## src/verilog/lc4_isa_pkg.sv

```systemverilog
// LC4 instruction-set definitions
// Word and register index types, the kept opcodes, sub-op codes
// and the stall codes reported on the writeback trace
package lc4_isa_pkg;

   // Machine word, used for data and addresses
   localparam int WORD_W = 16;

   // Register file depth and index width
   localparam int NUM_REGS  = 8;
   localparam int REG_IDX_W = $clog2(NUM_REGS);

   typedef logic [WORD_W-1:0]    word_t;
   typedef logic [REG_IDX_W-1:0] reg_idx_t;

   // Major opcode in insn[15:12]
   // Only the supported subset is listed, all others decode as no-ops
   typedef enum logic [3:0] {
      OP_NOP   = 4'b0000,
      OP_ARITH = 4'b0001,
      OP_LOGIC = 4'b0101,
      OP_LDR   = 4'b0110,
      OP_STR   = 4'b0111,
      OP_CONST = 4'b1001
   } opcode_e;

   // Sub-op in insn[5:3] for OP_ARITH
   localparam logic [2:0] SUB_ADD = 3'b000;
   localparam logic [2:0] SUB_SUB = 3'b010;

   // Sub-op in insn[5:3] for OP_LOGIC
   localparam logic [2:0] SUB_AND = 3'b000;
   localparam logic [2:0] SUB_OR  = 3'b010;
   localparam logic [2:0] SUB_XOR = 3'b011;

   // Trace stall code
   // Code 1 is left unused in a single-issue pipe
   typedef enum logic [1:0] {
      STALL_NONE   = 2'd0,
      STALL_BUBBLE = 2'd2,
      STALL_LTU    = 2'd3
   } stall_e;

endpackage

```

## src/verilog/lc4_pipe_pkg.sv

```systemverilog
// LC4 pipeline payload definitions
// Decoded control, the per-stage payloads carried by the stage
// registers, the register write bundle and the writeback trace
package lc4_pipe_pkg;

   // Decoded control, travels with the instruction from D to W
   typedef struct packed {
      lc4_isa_pkg::reg_idx_t rs;
      logic                  rs_re;
      lc4_isa_pkg::reg_idx_t rt;
      logic                  rt_re;
      lc4_isa_pkg::reg_idx_t rd;
      logic                  rd_we;
      logic                  is_load;
      logic                  is_store;
   } ctrl_t;

   // Fetch to decode
   typedef struct packed {
      lc4_isa_pkg::word_t  pc;
      lc4_isa_pkg::word_t  insn;
      lc4_isa_pkg::stall_e stall;
   } d_stage_t;

   // Decode to execute, operands as read from the register file
   typedef struct packed {
      lc4_isa_pkg::word_t  pc;
      lc4_isa_pkg::word_t  insn;
      lc4_isa_pkg::stall_e stall;
      ctrl_t               ctrl;
      lc4_isa_pkg::word_t  rs_data;
      lc4_isa_pkg::word_t  rt_data;
   } x_stage_t;

   // Execute to memory
   // alu_result holds the address for loads and stores
   typedef struct packed {
      lc4_isa_pkg::word_t  pc;
      lc4_isa_pkg::word_t  insn;
      lc4_isa_pkg::stall_e stall;
      ctrl_t               ctrl;
      lc4_isa_pkg::word_t  alu_result;
      lc4_isa_pkg::word_t  rt_data;
   } m_stage_t;

   // Memory to writeback
   // dmem_data is the load data or the store data
   typedef struct packed {
      lc4_isa_pkg::word_t  pc;
      lc4_isa_pkg::word_t  insn;
      lc4_isa_pkg::stall_e stall;
      ctrl_t               ctrl;
      lc4_isa_pkg::word_t  alu_result;
      logic                dmem_we;
      lc4_isa_pkg::word_t  dmem_addr;
      lc4_isa_pkg::word_t  dmem_data;
   } w_stage_t;

   // Per-instruction record seen by the testbench
   typedef struct packed {
      lc4_isa_pkg::stall_e   stall;
      lc4_isa_pkg::word_t    pc;
      lc4_isa_pkg::word_t    insn;
      logic                  rf_we;
      lc4_isa_pkg::reg_idx_t rf_wsel;
      lc4_isa_pkg::word_t    rf_wdata;
      logic                  dmem_we;
      lc4_isa_pkg::word_t    dmem_addr;
      lc4_isa_pkg::word_t    dmem_data;
   } trace_t;

   // Register write, also the bypass source format
   typedef struct packed {
      logic                  we;
      lc4_isa_pkg::reg_idx_t sel;
      lc4_isa_pkg::word_t    data;
   } rf_write_t;

endpackage

```

## src/verilog/lc4_pipe_reg.sv

```systemverilog
// Pipeline stage register
// Holds one stage payload of any type, loads when enabled and
// returns to a caller-given payload on reset
`timescale 1ns/100ps

module lc4_pipe_reg #(
   parameter type T_PAYLOAD = logic
) (
   input  logic     gwe,
   input  logic     i_rst_n,
   input  logic     i_en,
   input  T_PAYLOAD i_reset_val,
   input  T_PAYLOAD i_d,
   output T_PAYLOAD o_q
);

   // Reset value is a bubble, or the start PC for the D stage
   always_ff @(posedge gwe or negedge i_rst_n) begin
      if (!i_rst_n) begin
         o_q <= i_reset_val;
      end else if (i_en) begin
         o_q <= i_d;
      end
   end

endmodule

```

## src/verilog/lc4_fetch.sv

```systemverilog
// Fetch stage
// Program counter with increment by one, frozen during a
// load-to-use stall so the held instruction is fetched again
`timescale 1ns/100ps

module lc4_fetch #(
   parameter lc4_isa_pkg::word_t P_PC_RESET = 16'h8200
) (
   input  logic               gwe,
   input  logic               i_rst_n,
   input  logic               i_stall,
   output lc4_isa_pkg::word_t o_pc
);

   lc4_isa_pkg::word_t pc_next;

   // No branches, so the next PC is always sequential
   assign pc_next = i_stall ? o_pc : o_pc + 16'd1;

   always_ff @(posedge gwe or negedge i_rst_n) begin
      if (!i_rst_n) begin
         o_pc <= P_PC_RESET;
      end else begin
         o_pc <= pc_next;
      end
   end

endmodule

```

## src/verilog/lc4_decode.sv

```systemverilog
// Decode stage
// Splits the instruction into register fields and control, drives
// the register file read ports and checks for a load-to-use hazard
// against the instruction in execute
`timescale 1ns/100ps

module lc4_decode (
   input  lc4_pipe_pkg::d_stage_t i_d,
   input  lc4_pipe_pkg::x_stage_t i_x,
   input  lc4_isa_pkg::word_t     i_rs_data,
   input  lc4_isa_pkg::word_t     i_rt_data,
   output lc4_isa_pkg::reg_idx_t  o_rs,
   output lc4_isa_pkg::reg_idx_t  o_rt,
   output lc4_pipe_pkg::x_stage_t o_x_next,
   output logic                   o_stall_ltu
);

   lc4_pipe_pkg::ctrl_t ctrl;
   logic                rs_hit;
   logic                rt_hit;

   always_comb begin
      ctrl = '0;
      case (lc4_isa_pkg::opcode_e'(i_d.insn[15:12]))
         lc4_isa_pkg::OP_ARITH, lc4_isa_pkg::OP_LOGIC: begin
            ctrl.rd    = i_d.insn[11:9];
            ctrl.rd_we = 1'b1;
            ctrl.rs    = i_d.insn[8:6];
            ctrl.rs_re = 1'b1;
            // insn[5] set means immediate form, no rt
            ctrl.rt    = i_d.insn[2:0];
            ctrl.rt_re = ~i_d.insn[5];
         end
         lc4_isa_pkg::OP_LDR: begin
            ctrl.rd      = i_d.insn[11:9];
            ctrl.rd_we   = 1'b1;
            ctrl.rs      = i_d.insn[8:6];
            ctrl.rs_re   = 1'b1;
            ctrl.is_load = 1'b1;
         end
         lc4_isa_pkg::OP_STR: begin
            // Store data register sits in the rd field
            ctrl.rt       = i_d.insn[11:9];
            ctrl.rt_re    = 1'b1;
            ctrl.rs       = i_d.insn[8:6];
            ctrl.rs_re    = 1'b1;
            ctrl.is_store = 1'b1;
         end
         lc4_isa_pkg::OP_CONST: begin
            ctrl.rd    = i_d.insn[11:9];
            ctrl.rd_we = 1'b1;
         end
         lc4_isa_pkg::OP_NOP: begin
            // Never-taken branch form only, nothing to set
         end
         default: begin
            // Unsupported opcodes retire with no side effects
         end
      endcase
   end

   assign o_rs = ctrl.rs;
   assign o_rt = ctrl.rt;

   // Load in X whose result D needs right away
   // Store rt is left to the W to M bypass
   assign rs_hit = ctrl.rs_re && (ctrl.rs == i_x.ctrl.rd);
   assign rt_hit = ctrl.rt_re && !ctrl.is_store && (ctrl.rt == i_x.ctrl.rd);
   assign o_stall_ltu = i_x.ctrl.is_load && i_x.ctrl.rd_we && (rs_hit || rt_hit);

   // Bubble keeps the PC of the held instruction
   always_comb begin
      if (o_stall_ltu) begin
         o_x_next = '{pc: i_d.pc, insn: '0, stall: lc4_isa_pkg::STALL_LTU,
                      ctrl: '0, rs_data: '0, rt_data: '0};
      end else begin
         o_x_next = '{pc: i_d.pc, insn: i_d.insn, stall: i_d.stall,
                      ctrl: ctrl, rs_data: i_rs_data, rt_data: i_rt_data};
      end
   end

endmodule

```

## src/verilog/lc4_regfile.sv

```systemverilog
// Register file
// Eight 16-bit registers with two combinational read ports and one
// write port, a read of the register being written sees the new value
`timescale 1ns/100ps

module lc4_regfile (
   input  logic                   gwe,
   input  logic                   i_rst_n,
   input  lc4_isa_pkg::reg_idx_t  i_rs,
   input  lc4_isa_pkg::reg_idx_t  i_rt,
   input  lc4_pipe_pkg::rf_write_t i_wr,
   output lc4_isa_pkg::word_t     o_rs_data,
   output lc4_isa_pkg::word_t     o_rt_data
);

   lc4_isa_pkg::word_t regs [lc4_isa_pkg::NUM_REGS];

   always_ff @(posedge gwe or negedge i_rst_n) begin
      if (!i_rst_n) begin
         for (int i = 0; i < lc4_isa_pkg::NUM_REGS; i++) begin
            regs[i] <= '0;
         end
      end else if (i_wr.we) begin
         regs[i_wr.sel] <= i_wr.data;
      end
   end

   // Write-before-read, covers the W to D distance
   assign o_rs_data = (i_wr.we && i_wr.sel == i_rs) ? i_wr.data : regs[i_rs];
   assign o_rt_data = (i_wr.we && i_wr.sel == i_rt) ? i_wr.data : regs[i_rt];

endmodule

```

## src/verilog/lc4_execute.sv

```systemverilog
// Execute stage
// Picks each operand from the M stage, the W stage or the register
// read, then runs the subset ALU and the load/store address add
`timescale 1ns/100ps

module lc4_execute (
   input  lc4_pipe_pkg::x_stage_t  i_x,
   input  lc4_pipe_pkg::rf_write_t i_m_wr,
   input  lc4_pipe_pkg::rf_write_t i_w_wr,
   output lc4_pipe_pkg::m_stage_t  o_m_next
);

   lc4_isa_pkg::word_t rs_val;
   lc4_isa_pkg::word_t rt_val;
   lc4_isa_pkg::word_t imm5;
   lc4_isa_pkg::word_t imm6;
   lc4_isa_pkg::word_t imm9;
   lc4_isa_pkg::word_t alu;

   // Youngest producer wins, M ahead of W ahead of the register read
   function automatic lc4_isa_pkg::word_t bypass(
      input lc4_isa_pkg::reg_idx_t   idx,
      input lc4_isa_pkg::word_t      rf_val,
      input lc4_pipe_pkg::rf_write_t m_wr,
      input lc4_pipe_pkg::rf_write_t w_wr
   );
      if (m_wr.we && m_wr.sel == idx)
         return m_wr.data;
      else if (w_wr.we && w_wr.sel == idx)
         return w_wr.data;
      else
         return rf_val;
   endfunction

   assign rs_val = bypass(i_x.ctrl.rs, i_x.rs_data, i_m_wr, i_w_wr);
   assign rt_val = bypass(i_x.ctrl.rt, i_x.rt_data, i_m_wr, i_w_wr);

   // Sign-extended immediates
   assign imm5 = {{11{i_x.insn[4]}}, i_x.insn[4:0]};
   assign imm6 = {{10{i_x.insn[5]}}, i_x.insn[5:0]};
   assign imm9 = {{7{i_x.insn[8]}}, i_x.insn[8:0]};

   always_comb begin
      alu = '0;
      case (lc4_isa_pkg::opcode_e'(i_x.insn[15:12]))
         lc4_isa_pkg::OP_ARITH: begin
            if (i_x.insn[5])
               alu = rs_val + imm5;
            else if (i_x.insn[5:3] == lc4_isa_pkg::SUB_ADD)
               alu = rs_val + rt_val;
            else if (i_x.insn[5:3] == lc4_isa_pkg::SUB_SUB)
               alu = rs_val - rt_val;
         end
         lc4_isa_pkg::OP_LOGIC: begin
            case (i_x.insn[5:3])
               lc4_isa_pkg::SUB_AND: alu = rs_val & rt_val;
               lc4_isa_pkg::SUB_OR:  alu = rs_val | rt_val;
               lc4_isa_pkg::SUB_XOR: alu = rs_val ^ rt_val;
               default:              alu = '0;
            endcase
         end
         lc4_isa_pkg::OP_CONST: alu = imm9;
         // Effective address for both memory ops
         lc4_isa_pkg::OP_LDR, lc4_isa_pkg::OP_STR: alu = rs_val + imm6;
         default: alu = '0;
      endcase
   end

   // Store data leaves with the bypassed rt
   assign o_m_next = '{pc: i_x.pc, insn: i_x.insn, stall: i_x.stall, ctrl: i_x.ctrl,
                       alu_result: alu, rt_data: rt_val};

endmodule

```

## src/verilog/lc4_memory.sv

```systemverilog
// Memory stage
// Drives the data memory port, patches store data from writeback
// and offers the M-stage result to the execute bypass
`timescale 1ns/100ps

module lc4_memory (
   input  lc4_pipe_pkg::m_stage_t  i_m,
   input  lc4_pipe_pkg::rf_write_t i_w_wr,
   input  lc4_isa_pkg::word_t      i_dmem_rdata,
   output lc4_isa_pkg::word_t      o_dmem_addr,
   output logic                    o_dmem_we,
   output lc4_isa_pkg::word_t      o_dmem_wdata,
   output lc4_pipe_pkg::w_stage_t  o_w_next,
   output lc4_pipe_pkg::rf_write_t o_m_wr
);

   lc4_isa_pkg::word_t store_data;
   lc4_isa_pkg::word_t mem_data;
   logic               mem_op;

   assign mem_op = i_m.ctrl.is_load | i_m.ctrl.is_store;

   // W to M bypass, a load right ahead of a store of its result
   assign store_data = (i_w_wr.we && i_w_wr.sel == i_m.ctrl.rt) ? i_w_wr.data : i_m.rt_data;

   assign o_dmem_we    = i_m.ctrl.is_store;
   assign o_dmem_addr  = mem_op ? i_m.alu_result : '0;
   assign o_dmem_wdata = i_m.ctrl.is_store ? store_data : '0;

   // Load data or store data, zero for other instructions
   assign mem_data = i_m.ctrl.is_load ? i_dmem_rdata : o_dmem_wdata;

   assign o_w_next = '{pc: i_m.pc, insn: i_m.insn, stall: i_m.stall, ctrl: i_m.ctrl,
                       alu_result: i_m.alu_result, dmem_we: o_dmem_we,
                       dmem_addr: o_dmem_addr, dmem_data: mem_data};

   // Load data is not ready here, so a load is never forwarded from M
   assign o_m_wr = '{we: i_m.ctrl.rd_we & ~i_m.ctrl.is_load, sel: i_m.ctrl.rd,
                     data: i_m.alu_result};

endmodule

```

## src/verilog/lc4_writeback.sv

```systemverilog
// Writeback stage
// Chooses load data or the ALU result, drives the register write
// and the bypass source, and assembles the trace record
`timescale 1ns/100ps

module lc4_writeback (
   input  lc4_pipe_pkg::w_stage_t  i_w,
   output lc4_pipe_pkg::rf_write_t o_rf_wr,
   output lc4_pipe_pkg::trace_t    o_trace
);

   lc4_isa_pkg::word_t wdata;

   assign wdata = i_w.ctrl.is_load ? i_w.dmem_data : i_w.alu_result;

   assign o_rf_wr = '{we: i_w.ctrl.rd_we, sel: i_w.ctrl.rd, data: wdata};

   // Bubbles show rf_we and dmem_we low through their cleared control
   assign o_trace = '{stall: i_w.stall, pc: i_w.pc, insn: i_w.insn,
                      rf_we: i_w.ctrl.rd_we, rf_wsel: i_w.ctrl.rd, rf_wdata: wdata,
                      dmem_we: i_w.dmem_we, dmem_addr: i_w.dmem_addr,
                      dmem_data: i_w.dmem_data};

endmodule

```

## src/verilog/lc4_core.sv

```systemverilog
// LC4 five-stage pipelined core
// Fetch, decode, execute, memory and writeback with MX, WX and WM
// bypassing and a one-cycle load-to-use stall
// Instruction and data memories are combinational, outside the core
`timescale 1ns/100ps

module lc4_core #(
   parameter lc4_isa_pkg::word_t P_PC_RESET = 16'h8200
) (
   input  logic                 gwe,
   input  logic                 i_rst_n,
   output lc4_isa_pkg::word_t   o_imem_addr,
   input  lc4_isa_pkg::word_t   i_imem_data,
   output lc4_isa_pkg::word_t   o_dmem_addr,
   output logic                 o_dmem_we,
   output lc4_isa_pkg::word_t   o_dmem_wdata,
   input  lc4_isa_pkg::word_t   i_dmem_rdata,
   output lc4_pipe_pkg::trace_t o_trace
);

   lc4_isa_pkg::word_t      pc;
   logic                    stall_ltu;
   lc4_pipe_pkg::d_stage_t  d_next, d_q, d_reset;
   lc4_pipe_pkg::x_stage_t  x_next, x_q, x_reset;
   lc4_pipe_pkg::m_stage_t  m_next, m_q, m_reset;
   lc4_pipe_pkg::w_stage_t  w_next, w_q, w_reset;
   lc4_isa_pkg::reg_idx_t   rs_idx, rt_idx;
   lc4_isa_pkg::word_t      rs_data, rt_data;
   lc4_pipe_pkg::rf_write_t m_wr, w_wr;

   // Reset payloads, every stage starts as a bubble
   assign d_reset = '{pc: P_PC_RESET, insn: '0, stall: lc4_isa_pkg::STALL_BUBBLE};
   assign x_reset = '{pc: '0, insn: '0, stall: lc4_isa_pkg::STALL_BUBBLE,
                      ctrl: '0, rs_data: '0, rt_data: '0};
   assign m_reset = '{pc: '0, insn: '0, stall: lc4_isa_pkg::STALL_BUBBLE,
                      ctrl: '0, alu_result: '0, rt_data: '0};
   assign w_reset = '{pc: '0, insn: '0, stall: lc4_isa_pkg::STALL_BUBBLE, ctrl: '0,
                      alu_result: '0, dmem_we: 1'b0, dmem_addr: '0, dmem_data: '0};

   // Fetch
   lc4_fetch #(.P_PC_RESET(P_PC_RESET)) lc4_fetch_inst (
      .gwe(gwe), .i_rst_n(i_rst_n), .i_stall(stall_ltu), .o_pc(pc)
   );

   assign o_imem_addr = pc;
   assign d_next = '{pc: pc, insn: i_imem_data, stall: lc4_isa_pkg::STALL_NONE};

   // F to D, held together with the PC on a stall
   lc4_pipe_reg #(.T_PAYLOAD(lc4_pipe_pkg::d_stage_t)) d_reg_inst (
      .gwe(gwe), .i_rst_n(i_rst_n), .i_en(~stall_ltu),
      .i_reset_val(d_reset), .i_d(d_next), .o_q(d_q)
   );

   lc4_decode lc4_decode_inst (
      .i_d(d_q), .i_x(x_q), .i_rs_data(rs_data), .i_rt_data(rt_data),
      .o_rs(rs_idx), .o_rt(rt_idx), .o_x_next(x_next), .o_stall_ltu(stall_ltu)
   );

   lc4_regfile lc4_regfile_inst (
      .gwe(gwe), .i_rst_n(i_rst_n), .i_rs(rs_idx), .i_rt(rt_idx), .i_wr(w_wr),
      .o_rs_data(rs_data), .o_rt_data(rt_data)
   );

   // D to X
   lc4_pipe_reg #(.T_PAYLOAD(lc4_pipe_pkg::x_stage_t)) x_reg_inst (
      .gwe(gwe), .i_rst_n(i_rst_n), .i_en(1'b1),
      .i_reset_val(x_reset), .i_d(x_next), .o_q(x_q)
   );

   lc4_execute lc4_execute_inst (
      .i_x(x_q), .i_m_wr(m_wr), .i_w_wr(w_wr), .o_m_next(m_next)
   );

   // X to M
   lc4_pipe_reg #(.T_PAYLOAD(lc4_pipe_pkg::m_stage_t)) m_reg_inst (
      .gwe(gwe), .i_rst_n(i_rst_n), .i_en(1'b1),
      .i_reset_val(m_reset), .i_d(m_next), .o_q(m_q)
   );

   lc4_memory lc4_memory_inst (
      .i_m(m_q), .i_w_wr(w_wr), .i_dmem_rdata(i_dmem_rdata),
      .o_dmem_addr(o_dmem_addr), .o_dmem_we(o_dmem_we), .o_dmem_wdata(o_dmem_wdata),
      .o_w_next(w_next), .o_m_wr(m_wr)
   );

   // M to W, the trace is decoded straight from this register
   lc4_pipe_reg #(.T_PAYLOAD(lc4_pipe_pkg::w_stage_t)) w_reg_inst (
      .gwe(gwe), .i_rst_n(i_rst_n), .i_en(1'b1),
      .i_reset_val(w_reset), .i_d(w_next), .o_q(w_q)
   );

   lc4_writeback lc4_writeback_inst (
      .i_w(w_q), .o_rf_wr(w_wr), .o_trace(o_trace)
   );

endmodule

```

## config.mk

```make
export PLATFORM = sky130hd
export DESIGN_NAME = lc4_core
export DESIGN_NICKNAME = d
export VERILOG_FILES = /design/src/verilog/lc4_isa_pkg.sv /design/src/verilog/lc4_pipe_pkg.sv /design/src/verilog/lc4_pipe_reg.sv /design/src/verilog/lc4_fetch.sv /design/src/verilog/lc4_decode.sv /design/src/verilog/lc4_regfile.sv /design/src/verilog/lc4_execute.sv /design/src/verilog/lc4_memory.sv /design/src/verilog/lc4_writeback.sv /design/src/verilog/lc4_core.sv
export SDC_FILE = /design/constraint.sdc
export NUM_CORES = 1
export LEC_CHECK = 0
export ABC_AREA = 1
export BUFFER_PORTS_ARGS = -buffer_cell sky130_fd_sc_hd__buf_2
export CAP_MARGIN = 20
export CORE_UTILIZATION = 46
export DETAILED_ROUTE_END_ITERATION = 10
export PLACE_DENSITY = 0.63
export SLEW_MARGIN = 0
export SYNTH_ARGS = -nofsm -noshare
export SYNTH_HDL_FRONTEND = slang
export SYNTH_SLANG_ARGS = --single-unit
```

## constraint.sdc

```tcl
create_clock -name gwe -period 4.5 [get_ports gwe]
set_input_delay 1.125 -clock gwe [delete_from_list [all_inputs] [get_ports gwe]]
set_output_delay 1.125 -clock gwe [all_outputs]
set_load 0.01 [all_outputs]
```

[Yosys cells after proc, flatten, opt, wreduce, memory -nomap -nowiden]
Index checks and enable logic that the tools add are counted.
Storage, ports and cells
  bits in latches: 0
  ROM bits: 0
  output and inout bits: 136
  memories kept: 0
  input bits: 34
  logic and storage cells: 134
  bits in writable memories: 0
  register bits after elaboration: 418
Cells by class
  mux-type cells: 31
  reductions and logical operators: 20
  add/subtract/negate cells: 5
  equal/unequal tests: 21
  divide/modulo/power cells: 0
  shift operators: 0
  $mul: 0
  bitwise operators: 10
  magnitude comparators: 4
Operators with widths (count)
  16-bit 2-to-1 mux: 19
  128-bit bitwise mux: 1
  16-bit binary-select mux with 3-bit select: 2
  64-bit 2-to-1 mux: 1
  16-bit one-hot mux with 4 select lines: 1
  16-bit adder: 3
  16-bit demux with 3-bit select: 1
  16-bit one-hot mux with 3 select lines: 1
  3-bit equality test: 9
  4-bit by 3-bit equality test with 1-bit output (second input constant): 6
  16-bit by 1-bit adder with 16-bit output (second input constant): 1
  16-bit bitwise AND: 1
  16-bit OR: 1
  16-bit subtractor: 1
  16-bit XOR: 1
  1-bit logical AND: 13
  4-bit greater-or-equal comparator (second input constant): 3
  3-bit NOT with 4-bit output: 3
  4-bit by 1-bit equality test with 1-bit output (second input constant): 2
  4-bit equality test (second input constant): 2
  4-bit 2-to-1 mux: 2
  4-bit one-hot mux with 2 select lines: 1
  4-bit OR reduction: 2
  3-bit by 2-bit equality test with 1-bit output (second input constant): 2
  9 further kinds: 12

[Logic depth before layout (Yosys ltp)]
Gate-level depths: netlist of run 1.
  depth in word-level cells: 9
  depth in mapped cells: 30
  gate-level depth less buffers: 27

[Worst setup path after synthesis of run 1]
Ideal clock, no wire load.
  path kind: register -> register
  start point: register w_reg_inst.o_q[50] (netlist name)
  end point: register m_reg_inst.o_q[30] (netlist name)
  path buffers: 2
  arrival: 3.515 ns
  clock period less this slack: 3.639 ns
  library setup time: 0.123 ns
  setup slack: 0.861 ns
  cell stages (with the launch flop): 20
  required time: 4.377 ns
  cells stage by stage: dfrtp_1 buf_2 buf_1 o21ai_1 o211ai_1 o21ai_0 inv_1 ha_1 inv_1 fa_1 nand3b_1 nand2_1 a21oi_1 o21ai_0 inv_1 o21ai_0 xor2_1 nor2_1 a211oi_1 nand2_1
On the way
  word-level cells in the longest chain between the ends: 8
  elaborated cells on any way between the ends: 17
  classes of those cells: 4 x add/sub; 10 x mux; 3 x bitwise
RTL lines
  from (decl): line lc4_pipe_reg.sv:14  | output T_PAYLOAD o_q
  from (signal assigned): line lc4_pipe_reg.sv:20  | o_q <= i_reset_val;
  from (signal assigned): line lc4_pipe_reg.sv:22  | o_q <= i_d;
  16-bit 2-to-1 mux *: line lc4_writeback.sv:14  | assign wdata = i_w.ctrl.is_load ? i_w.dmem_data : i_w.alu_result;
  16-bit 2-to-1 mux: line lc4_execute.sv:29  | else if (w_wr.we && w_wr.sel == idx)
  16-bit 2-to-1 mux: line lc4_execute.sv:27  | if (m_wr.we && m_wr.sel == idx)
  16-bit subtractor: line lc4_execute.sv:52  | alu = rs_val - rt_val;
  16-bit 2-to-1 mux: line lc4_execute.sv:51  | else if (i_x.insn[5:3] == lc4_isa_pkg::SUB_SUB)
  16-bit 2-to-1 mux: line lc4_execute.sv:49  | else if (i_x.insn[5:3] == lc4_isa_pkg::SUB_ADD)
  16-bit 2-to-1 mux: line lc4_execute.sv:47  | if (i_x.insn[5])
  16-bit one-hot mux with 4 select lines *: line lc4_execute.sv:45  | case (lc4_isa_pkg::opcode_e'(i_x.insn[15:12]))
  via lc4_execute_inst.alu[14]: line lc4_execute.sv:18  | lc4_isa_pkg::word_t alu;
  to (signal assigned): line lc4_pipe_reg.sv:20
  to (signal assigned): line lc4_pipe_reg.sv:22
  to (decl): line lc4_pipe_reg.sv:14
The timed path passes the listed nets; every way through them passes the cells marked *.
A chain may end at the register's enable or synchronous reset.

==> metrics.sh, run 1 <==
SYNTHESIS.NETS=2687
FLOORPLAN.INITIALDENSITY=0.471
GR_OVERFLOW_TOTAL=0
MAX_STAGE_DELAY_ON_CRIT_PATH_NS=0.47
ANTENNA_VIOLATING_NETS_POST_ROUTE=0
TIMING.CRITICAL_PATH.FROM_TYPE='register'
FIRSTDRTPASSITERS=6
LAYOUT_SKEW_NS=0.0441
DP.FINAL_HPWL_MM=47.2
SYNTH_SEQ_AREA_SHARE=0.486
TRITONCTS='yes'
FINAL_CELLS=3302
WIRELENGTH_MM=67.7
SYNTH_TOP_CELLS_BY_AREA='dfrtp_1 48%, nand2_1 8.4%, o21ai_0 7.3%'
POST-SYNTH-TOP-AREA-FRACTION=0.476
FINALCRITICALPERIOD_NS=4.21
FF_LATCH_AREA_UM2=10500
COREAREA_UM2=45800
GP_CONGESTION=0.979
SEQ_POWER_SHARE=0.379
WIRE_LENGTH_OF_THE_FIRST_GLOBAL_ROUTING_PASS_MM=104
LAYOUT.FILLER_CELLS=4246
REPORT.FINAL.SETUP_VIOL=0
POWER_LEAKAGE_uW=0.0119
DP.CELLS=3216
SYNTH_AREA_UM2=21600
HOLD_PATH_CLASS='reg2reg'
AVGROUTEDWIREPERCELL_UM=20.5
SLOWEST_STAGE='fa_1'
TIMING.CRITICAL_PATH.CELLS='xor2_1 -> nor2_1 -> nand2_1 -> buf_4 -> o211ai_1 -> o21ai_0 -> ha_1 -> fa_1 -> inv_1 -> nand2_1 -> nand2_1 -> a21oi_2 -> nor2_1 -> o21ai_0 -> nand2_1 -> nand2_1 -> nor3_1 -> nor2_1 -> nand2_1 -> nand3_1 -> nand3_1 -> nand2_1 -> o21bai_1'
CPMOSTUSEDCELL='nand2_1'
FINAL.SETUP.TNS_NS=0
HIGHEST_NET_FANOUT_ALONG_THE_WORST_PATH=8
CTS_BUF_COUNT=46
UTILIZATION=0.536
TIMING.SETUP.CRITICAL_PATH_CLASS='reg2reg'
FIN_WS_NS=0.287
SYNTHMOSTINSTANTIATEDCELL='nand2_1'
DIE_W_UM=219
POWERDENSITY_nW_PER_UM2=486
VIASPERCELL=5.52
OUTCOME='finished clean'
N_ANTENNA_CELL=0
FINALMAXSLEWVIOLATIONS=0
DRC_ERRORS=0
ANTENNA_FOUND_INITIAL=0
DRT_ITER0_DRC=1756
FINALNETCOUNT=2772
FLOORPLAN.DIE_AREA_UM2=47700
FINISH.INSTANCE_AREA_UM2=24500
TIMING.CRITICAL_PATH.ARRIVAL_NS=4.73
FP-ROW-COUNT=78
TIMING.FINAL.HOLD_VIOLATIONS=0
SHARE_COMB_OF_TOTAL_POWER=0.261
IR_DROP_mV=0.340
SYNTH_WARNINGS=0
MULTI_INPUT_GATE_AREA_UM2=8930
PRE_CTS_WS_NS=0.206
WORSTSETUPENDPOINTTYPE='register'
IO_PINS=170
CTS-ROOT-BUF='clkbuf_16'
FINAL_LAYOUT_SIZE_SUFFIX_GT1_FRAC=0.151
ROUTED-VIA-COUNT=18200
SYNTH_TOP_AREA_CELL='dfrtp_1'
NETSWITCHINGPOWER_uW=3970
FIRST_GLOBAL_VIAS=17500
TIMING_WORST_SLEW_PIN_VALUE_NS=1.04
GRT_UTIL_ALL_LAYERS=0.286
AREA_OVERHEAD_VS_SYNTH_PCT=13.8
DPL_CELL_AREA_UM2=22800
SYNTH.LIB_CELLS_USED.DISTINCT=55
SYN_AREA_PER_CELL_UM2=8.36
CP.REQUIRED_NS=5.02
CAP_VIOLATIONS=0
UNREPAIRED_SETUP_ENDPOINTS_AFTER_GLOBAL_ROUTING='no'
REG2REG_SETUP_SLACK_NS=0.29
SLEW_HEADROOM=0.306
DOMINANTREGCELLSYNTH='dfrtp_1'
CLOCK_TREE.BUFFER_DEPTH=3
ASYNC_SET_OR_RESET_REGISTER_RATIO_AFTER_SYNTHESIS=1.00
SYNTH-EDFF-COUNT=0
POWER.CLOCK.FRACTION=0.360
SYNTH_SEQ_CELLS=418
SYNTH_COMMONEST_CELLS='485 x nand2_1, 410 x dfrtp_1, 316 x o21ai_0'
CLK_PIN_SLEW_NS=0.06
INSERTION_DELAY_NS=0.62
IO_BUFFERS=169
GRT_START_MAX_NET_PINS=89
CHIPHEIGHT_UM=219
FMAXACHIEVABLE_MHz=237
SWITCHING_SHARE=0.333
FIN_CRIT_SH=0.936
SYN-INSTANCE-COUNT=2579
POST_CTS_SETUP_BUFFER_COUNT=0
INTPOWER_uW=7960
CTS_MAX_LEVEL=2
NUMCLOCKSINKS=418
-- sequential cells by signal, summed over array words and instances, names as in the netlist --
signal and cells:
d_reg_inst.o_q 33, lc4_fetch_inst.o_pc 16, lc4_regfile_inst.regs 128, m_reg_inst.o_q 75, w_reg_inst.o_q 88, x_reg_inst.o_q 78
-- repair_timing --
action / CTS / global route
endpoints found under the setup margin: 0 / 4
hold buffers: 0 / 0
gates resized for setup: 0 / 4
-- metrics by stage --
step,hold WS (ns),power [uW]
3_3_place_gp,0.332,7600
5_1_grt,0.350,12600
6_report,0.345,11900
2_1_floorplan,0.331,6560
3_5_place_dp,0.335,7650
4_1_cts,0.345,12000
-- critical path: cells and delay by family (launching register included) --
family | cells | cell delay [ns]
AND/OR/NAND/NOR | 13 | 1.68
adder cells (fa/ha/maj) | 2 | 0.83
AO/OA/AOI/OAI | 5 | 0.72
flip-flops | 1 | 0.41
buffers and inverters | 2 | 0.30
XOR/XNOR | 1 | 0.19
-- power by group through the flow --
stage                     clock [uW]  sequential, uW  combinational [uW]
after floorplan                    0            4490                2070
after global placement             0            4570                3030
after detailed placement           0            4580                3060
after CTS                       4380            4520                3080
after global routing            4540            4560                3460
final                           4300            4520                3120
-- kinds of logic (layout without fill, tap and decap cells) --
family                   Yosys count  after routing  share of synthesized area
multiplexers                      18             18                    0.00940
AO/OA/AOI/OAI                    692            692                      0.184
flip-flops                       418            418                      0.486
adder cells (fa/ha/maj)           74             74                     0.0440
XOR/XNOR                          42             42                     0.0171
AND/OR/NAND/NOR                  836            836                      0.158
buffers and inverters            499            622                      0.102
-- cell usage in the layout (no fill, tap or decap), drive strengths merged, types with 18 or more instances in the layout --
cell type / Yosys / layout
a21oi: 179 / 179
a31oi: 24 / 24
buf: 112 / 243
clkbuf: 94 / 58
dfrtp: 410 / 410
ha: 71 / 71
inv: 290 / 290
mux2: 18 / 18
nand2: 497 / 497
nand3: 84 / 84
nor2: 221 / 221
nor3: 18 / 18
o211ai: 73 / 73
o21ai: 332 / 332
xor2: 32 / 32
-- routing by layer --
layer	wire, um	up-vias	global-route usage
met3	4540	152	0.0424
met1	28000	8756	0.373
met5	0	-	0
li1	-	8611	-
met2	32200	692	0.471
met4	2980	0	0.127
-- cell type report --
| class | instances | area share |
|---|---|---|
| clock buffer | 58 | 0.0521 |
| clock inverter | 28 | 0.0202 |
| inverter | 293 | 0.0450 |
| multi-input combinational | 1662 | 0.364 |
| sequential | 418 | 0.427 |
| tap | 600 | 0.0306 |
| timing repair buffer | 243 | 0.0614 |
-- final timing paths --
path,start,end,depth (start not counted)
min reg2reg,m_reg_inst.o_q[73],w_reg_inst.o_q[90],0
min,m_reg_inst.o_q[73],w_reg_inst.o_q[90],0
max in group asynchronous,i_rst_n,lc4_regfile_inst.regs[114],2
min in group asynchronous,i_rst_n,w_reg_inst.o_q[70],1
max reg2reg,m_reg_inst.o_q[37],m_reg_inst.o_q[26],23
max,m_reg_inst.o_q[37],m_reg_inst.o_q[26],23
(Power assumes the default switching activity.)
==> run 2: changes to the inputs <==
--- a/config.mk
+++ b/config.mk
@@ -10,7 +10,7 @@
 export CAP_MARGIN = 20
 export CORE_UTILIZATION = 46
 export DETAILED_ROUTE_END_ITERATION = 10
-export PLACE_DENSITY = 0.63
+export PLACE_DENSITY = 0.71
 export SLEW_MARGIN = 0
 export SYNTH_ARGS = -nofsm -noshare
 export SYNTH_HDL_FRONTEND = slang
==> metrics.sh, run 2 (synthesis gave the netlist of run 1 again) <==
FIN_CRIT_SH=0.915  # -0.0209
POWERDENSITY_nW_PER_UM2=474  # -2.5%
CP.BUFFERS_INVERTERS=3  # +1
IO_BUFFERS=169  # unchanged
CRITPATHTOPFAMILY='buffers and inverters'
PRE_CTS_WS_NS=0.264  # +0.0575 ns
FINAL_CELLS=3299  # -0.091%
FINAL_LAYOUT_SIZE_SUFFIX_GT1_FRAC=0.146  # -0.00460
AREA_OVERHEAD_VS_SYNTH_PCT=12.5
VIASPERCELL=5.61  # +1.7%
MAX_STAGE_DELAY_ON_CRIT_PATH_NS=0.61  # +0.14 ns
COREAREA_UM2=45800  # unchanged
OUTCOME='finished clean'
MOST_FREQUENT_CELLS_IN_THE_LAYOUT='484 x nand2_1, 410 x dfrtp_1, 315 x o21ai_0, 277 x inv_1, 209 x nor2_1'
IR_DROP_mV=0.283  # -17%
CPMOSTUSEDCELL='inv_1'
DRT_ITER0_DRC=1502  # -14%
FMAXACHIEVABLE_MHz=243  # +2.3%
ANTENNA_FOUND_INITIAL=0  # unchanged
WIRELENGTH_MM=68.2  # +0.67%
NUMCLOCKSINKS=418  # unchanged
HOLD_PATH_CLASS='reg2reg'
FIN_WS_NS=0.381  # +0.0940 ns
CAP_VIOLATIONS=0  # unchanged
POWER_LEAKAGE_uW=0.0118  # -0.84%
GR_OVERFLOW_TOTAL=0  # unchanged
CLOCK_TREE.BUFFER_DEPTH=3  # unchanged
UNREPAIRED_SETUP_ENDPOINTS_AFTER_GLOBAL_ROUTING='no'
TIMING_WORST_SLEW_PIN_VALUE_NS=0.984  # -0.0564 ns
TRITONCTS='yes'
TIMING.CRITICAL_PATH.ARRIVAL_NS=2.99  # -1.74 ns
FINALNETCOUNT=2771  # -0.036%
FINAL.SETUP.TNS_NS=0  # unchanged
INSERTION_DELAY_NS=0.61  # about the same
GRT_UTIL_ALL_LAYERS=0.290  # +0.00344
CTS_BUF_COUNT=45  # -2.2%
FP-ROW-COUNT=78  # unchanged
LARGEST_REGISTER_FF_COUNT=128  # unchanged
DP.FINAL_HPWL_MM=47.7  # +0.94%
DRC_ERRORS=0  # unchanged
DIE_W_UM=219  # unchanged
GRT_START_MAX_NET_PINS=99  # +11%
GP_CONGESTION=0.990  # +1.2%
CLK_PIN_SLEW_NS=0.06  # about the same
DP.CELLS=3214  # -0.062%
FLOORPLAN.DIE_AREA_UM2=47700  # unchanged
SLEW_HEADROOM=0.340  # +0.0342
TIMING.FINAL.HOLD_VIOLATIONS=0  # unchanged
ANTENNA_VIOLATING_NETS_POST_ROUTE=0  # unchanged
FINALCRITICALPERIOD_NS=4.12  # -0.0940 ns
CHIPHEIGHT_UM=219  # unchanged
REPORT.FINAL.SETUP_VIOL=0  # unchanged
CTS_MAX_LEVEL=2  # unchanged
LAYOUT_SKEW_NS=0.0405  # -0.00360 ns
TOP_REGS='lc4_regfile_inst.regs: 128 flops, w_reg_inst.o_q: 88 flops, x_reg_inst.o_q: 78 flops'
IO_PINS=170  # unchanged
FIRST_GLOBAL_VIAS=18200  # +3.8%
FIRSTDRTPASSITERS=5  # -1
FINALMAXSLEWVIOLATIONS=0  # unchanged
HIGHEST_NET_FANOUT_ALONG_THE_WORST_PATH=23  # +15
TIMING.CRITICAL_PATH.CELLS='inv_1 -> o22ai_1 -> a21oi_1 -> nand2_1 -> inv_1 -> nor2_1 -> a211oi_1 -> buf_2'
REPORT.POWER.TOTAL_uW=11500  # -3.6%
FLOORPLAN.INITIALDENSITY=0.471  # unchanged
CP.REQUIRED_NS=3.38  # -1.64 ns
TIMING.SETUP.CRITICAL_PATH_CLASS='reg2out'
WIRE_LENGTH_OF_THE_FIRST_GLOBAL_ROUTING_PASS_MM=106  # +1.8%
CTS-ROOT-BUF='clkbuf_16'
LAYOUT_COMMONEST_CELL='nand2_1'
CTS_HOLD_BUF=0  # unchanged
SLOWEST_STAGE='inv_1'
LARGEST_REGISTER='lc4_regfile_inst.regs'
TIMING.CRITICAL_PATH.FROM_TYPE='register'
ROUTED-VIA-COUNT=18500  # +1.6%
AVGROUTEDWIREPERCELL_UM=20.7  # +0.76%
WORSTSETUPENDPOINTTYPE='output port'
-- run 2: cell type report --
cell class | instances | area, um2
repair buffers | 243 | 1470
well taps | 600 | 751
fillers | 4197 | 21500
flip-flops and latches | 418 | 10500
clock buffers | 64 | 1280
multi-input cells | 1662 | 8920
inverters | 293 | 1100
diodes | 1 | 2.50
clock inverters | 18 | 265
-- run 2: power breakdown --
part	total [uW]	internal (uW)	switching [uW]	leakage, uW
clock network	3860	2280	1580	0.000754
logic	3120	1030	2090	0.00562
registers	4520	4240	280	0.00545
-- run 2: what timing repair did --
action	4_1_cts	5_1_grt
endpoints found under the hold margin	0	0
setup buffers	0	2
setup endpoints to repair	0	7
resized for setup	0	4
-- run 2: worst paths after layout --
| check | start | end | slack, ns | cells past startpoint |
|---|---|---|---|---|
| setup / recovery | w_reg_inst.o_q[52] | o_dmem_wdata[14] | 0.38 | 8 |
| hold / removal | x_reg_inst.o_q[76] | m_reg_inst.o_q[76] | 0.34 | 0 |
| setup reg to reg | w_reg_inst.o_q[53] | m_reg_inst.o_q[26] | 0.39 | 26 |
| hold reg to reg | x_reg_inst.o_q[76] | m_reg_inst.o_q[76] | 0.34 | 0 |
| max in group asynchronous | i_rst_n | lc4_regfile_inst.regs[12] | 2.93 | 2 |
| min in group asynchronous | i_rst_n | m_reg_inst.o_q[48] | 0.55 | 1 |
-- run 2: routing by layer --
layer  track usage  vias up  wire, um  part of all wire
li1              -     8613         -                 -
met1         0.369     8899     27100              0.40
met2         0.473      816     32800              0.48
met3        0.0558      174      5350             0.079
met4         0.138        0      2950             0.043
met5             0        -         0                 0
-- run 2: metrics by stage --
stage	utilization	area, um2	hold WS, ns
2_1_floorplan	-	21600	0.331
3_3_place_gp	0.496	22700	0.332
3_5_place_dp	0.496	22700	0.335
4_1_cts	0.530	24200	0.343
5_1_grt	0.530	24300	0.346
6_report	0.530	24300	0.340
==> run 3: changes to the inputs <==
--- a/config.mk
+++ b/config.mk
@@ -11,6 +11,7 @@
 export CORE_UTILIZATION = 46
 export DETAILED_ROUTE_END_ITERATION = 10
 export PLACE_DENSITY = 0.71
+export SETUP_SLACK_MARGIN = 0.3
 export SLEW_MARGIN = 0
 export SYNTH_ARGS = -nofsm -noshare
 export SYNTH_HDL_FRONTEND = slang
==> constraint.sdc (replaced) <==
create_clock -name gwe -period 4.59 [get_ports gwe]
set_input_delay 1.1475 -clock gwe [delete_from_list [all_inputs] [get_ports gwe]]
set_output_delay 1.1475 -clock gwe [all_outputs]
set_load 0.01 [all_outputs]
==> metrics.sh, run 3 (synthesis gave the netlist of run 1 again) <==
OUTCOME='finished clean'
MAX_STAGE_DELAY_ON_CRIT_PATH_NS=0.51  # -0.10 ns
CTS_BUF_COUNT=46  # +2.2%
LARGEST_REGISTER='lc4_regfile_inst.regs'
NETSWITCHINGPOWER_uW=3920  # -0.60%
NUMCLOCKSINKS=418  # unchanged
CLOCK_TREE.BUFFER_DEPTH=3  # unchanged
FIRST_GLOBAL_VIAS=18100  # -0.57%
UNREPAIRED_SETUP_ENDPOINTS_AFTER_GLOBAL_ROUTING='yes'
HOLD_PATH_CLASS='reg2reg'
CP.REQUIRED_NS=3.44  # +0.06 ns
FIN_CRIT_SH=0.895
REPORT.FINAL.SETUP_VIOL=0  # unchanged
WORSTSETUPENDPOINTTYPE='output port'
HIGHEST_NET_FANOUT_ALONG_THE_WORST_PATH=23  # unchanged
INTPOWER_uW=7460  # -1.2%
SHARE_COMB_OF_TOTAL_POWER=0.270  # about the same
POWERDENSITY_nW_PER_UM2=466  # -1.6%
FINALCRITICALPERIOD_NS=4.11
TIMING_WORST_SLEW_PIN_VALUE_NS=0.976  # -0.00730 ns
CTS-ROOT-BUF='clkbuf_16'
WIRE_LENGTH_OF_THE_FIRST_GLOBAL_ROUTING_PASS_MM=106  # +0.26%
POWER.CLOCK.FRACTION=0.340  # +0.005
ROUTED-VIA-COUNT=18700  # +1.1%
MET2_USAGE=0.475  # +0.00243
COREAREA_UM2=45800  # unchanged
IR_DROP_mV=0.376  # +33%
CLK_PIN_SLEW_NS=0.06  # about the same
ANTENNA_FOUND_INITIAL=3  # +3
GR-MAX-USAGE-LAYER='met2'
GRT_UTIL_ALL_LAYERS=0.290  # +0.000748
VIASPERCELL=5.66  # +0.98%
TIMING.CRITICAL_PATH.FROM_TYPE='register'
CTS_MAX_LEVEL=2  # unchanged
AVGROUTEDWIREPERCELL_UM=20.7  # +0.26%
TIMING.CRITICAL_PATH.CELLS='inv_1 -> o22ai_1 -> a21oi_1 -> nand2_1 -> clkinvlp_4 -> a211oi_1 -> buf_2'
TRITONCTS='yes'
AREA_OVERHEAD_VS_SYNTH_PCT=13.2
GP_CONGESTION=0.941  # -5.0%
FP-ROW-COUNT=78  # unchanged
SWITCHING_SHARE=0.345  # +0.00146
TIMING.CRITICAL_PATH.ARRIVAL_NS=2.96  # -0.03 ns
IO_BUFFERS=169  # unchanged
SLOWEST_STAGE='dfrtp_1'
TIMING.SETUP.CRITICAL_PATH_CLASS='reg2out'
FLOORPLAN.INITIALDENSITY=0.471  # unchanged
FINALNETCOUNT=2774  # +0.11%
LAYOUT_SKEW_NS=0.0228  # -0.0177 ns
DP.FINAL_HPWL_MM=47.8  # +0.28%
SEQ_POWER_SHARE=0.390  # -0.003
USE_MET3=0.0582  # +0.00237
FIRSTDRTPASSITERS=6  # +1
CAP_VIOLATIONS=0  # unchanged
FINALMAXSLEWVIOLATIONS=0  # unchanged
GRT_START_MAX_NET_PINS=113  # +14%
FLOORPLAN.DIE_AREA_UM2=47700  # unchanged
LARGEST_REGISTER_FF_COUNT=128  # unchanged
SLEW_HEADROOM=0.347  # +0.00772
FMAXACHIEVABLE_MHz=244
IO_PINS=170  # unchanged
REPORT.POWER.TOTAL_uW=11400  # -1.0%
LAYOUT.FILLER_CELLS=4160  # -0.88%
DIE_W_UM=219  # unchanged
ANTENNA_VIOLATING_NETS_POST_ROUTE=0  # unchanged
LAYOUT_COMMONEST_CELL='nand2_1'
INSERTION_DELAY_NS=0.60  # about the same
GR-USAGE-MET1=0.375  # +0.00650
GR_OVERFLOW_TOTAL=0  # unchanged
POWER_LEAKAGE_uW=0.0119  # +0.38%
WIRELENGTH_MM=68.4  # +0.42%
FINAL_LAYOUT_SIZE_SUFFIX_GT1_FRAC=0.155  # +0.00861
MOST_FREQUENT_CELLS_IN_THE_LAYOUT='483 x nand2_1, 408 x dfrtp_1, 308 x o21ai_0, 276 x inv_1, 208 x nor2_1'
TOP_REGS='lc4_regfile_inst.regs: 128 flops, w_reg_inst.o_q: 88 flops, x_reg_inst.o_q: 78 flops'
DRC_ERRORS=0  # unchanged
DRT_ITER0_DRC=1919  # +28%
FINAL.SETUP.TNS_NS=0  # unchanged
TIMING.FINAL.HOLD_VIOLATIONS=0  # unchanged
CHIPHEIGHT_UM=219  # unchanged
[run 3: critical path: cells and delay by family, from the launching register on]
kind / cells / cell delay, ns
buffers and inverters: 3 / 0.83
AOI/OAI and AO/OA: 3 / 0.74
DFF: 1 / 0.51
and+or+nand+nor: 1 / 0.26
[run 3: power groups by stage]
stage / sequential (uW) / combinational (uW) / clock, uW
2_1_floorplan: 4400 / 2030 / 0
3_3_place_gp: 4490 / 2940 / 0
3_5_place_dp: 4500 / 2970 / 0
4_1_cts: 4440 / 2990 / 3930
5_1_grt: 4490 / 3380 / 4100
6_report: 4440 / 3070 / 3870
[run 3: cell type report]
| type | instances | area (um2) | area share |
|---|---|---|---|
| antenna | 1 | 2.50 | 0.000103 |
| clock buffer | 64 | 1340 | 0.0548 |
| clock inverter | 21 | 264 | 0.0108 |
| inverter | 293 | 1110 | 0.0454 |
| multi-input combinational | 1662 | 8970 | 0.368 |
| sequential | 418 | 10500 | 0.429 |
| tap | 600 | 751 | 0.0308 |
| timing repair buffer | 245 | 1500 | 0.0615 |
[run 3: through the flow]
stage / setup WS (ns) / hold slack, ns / instances / utilization / instance area, um2
after floorplan: 0.951 / 0.331 / 2579 / - / 21600
after global placement: 0.258 / 0.332 / 3216 / 0.497 / 22700
after detailed placement: 0.269 / 0.335 / 3216 / 0.497 / 22700
after CTS: 0.314 / 0.348 / 3301 / 0.532 / 24300
after global routing: 0.284 / 0.354 / 3304 / 0.533 / 24400
final: 0.484 / 0.343 / 3304 / 0.533 / 24400
[run 3: what timing repair did]
item | 4_1_cts | 5_1_grt
setup endpoints to repair | 1 | 11
resized for setup | 1 | 23
hold buffers | 0 | 0
setup buffers | 0 | 2
pin swaps | 0 | 0
[run 3: final timing paths]
kind,start,endpoint,depth (start not counted),slack (ns)
worst max-delay path,w_reg_inst.o_q[52],o_dmem_wdata[14],7,0.48
max in group asynchronous,i_rst_n,lc4_regfile_inst.regs[124],2,2.90
worst min register to register,x_reg_inst.o_q[75],m_reg_inst.o_q[75],0,0.34
min in group asynchronous,i_rst_n,w_reg_inst.o_q[69],1,0.63
worst min-delay path,x_reg_inst.o_q[75],m_reg_inst.o_q[75],0,0.34
worst max register to register,w_reg_inst.o_q[53],m_reg_inst.o_q[26],26,0.62
[run 3: metal layers]
| metal | vias to the layer above | wire length [um] | share of wire |
|---|---|---|---|
| met5 | - | 13 | 0.00019 |
| met4 | 2 | 2740 | 0.040 |
| met3 | 179 | 5460 | 0.080 |
| met2 | 844 | 32700 | 0.48 |
| met1 | 9061 | 27600 | 0.40 |
| li1 | 8626 | - | - |
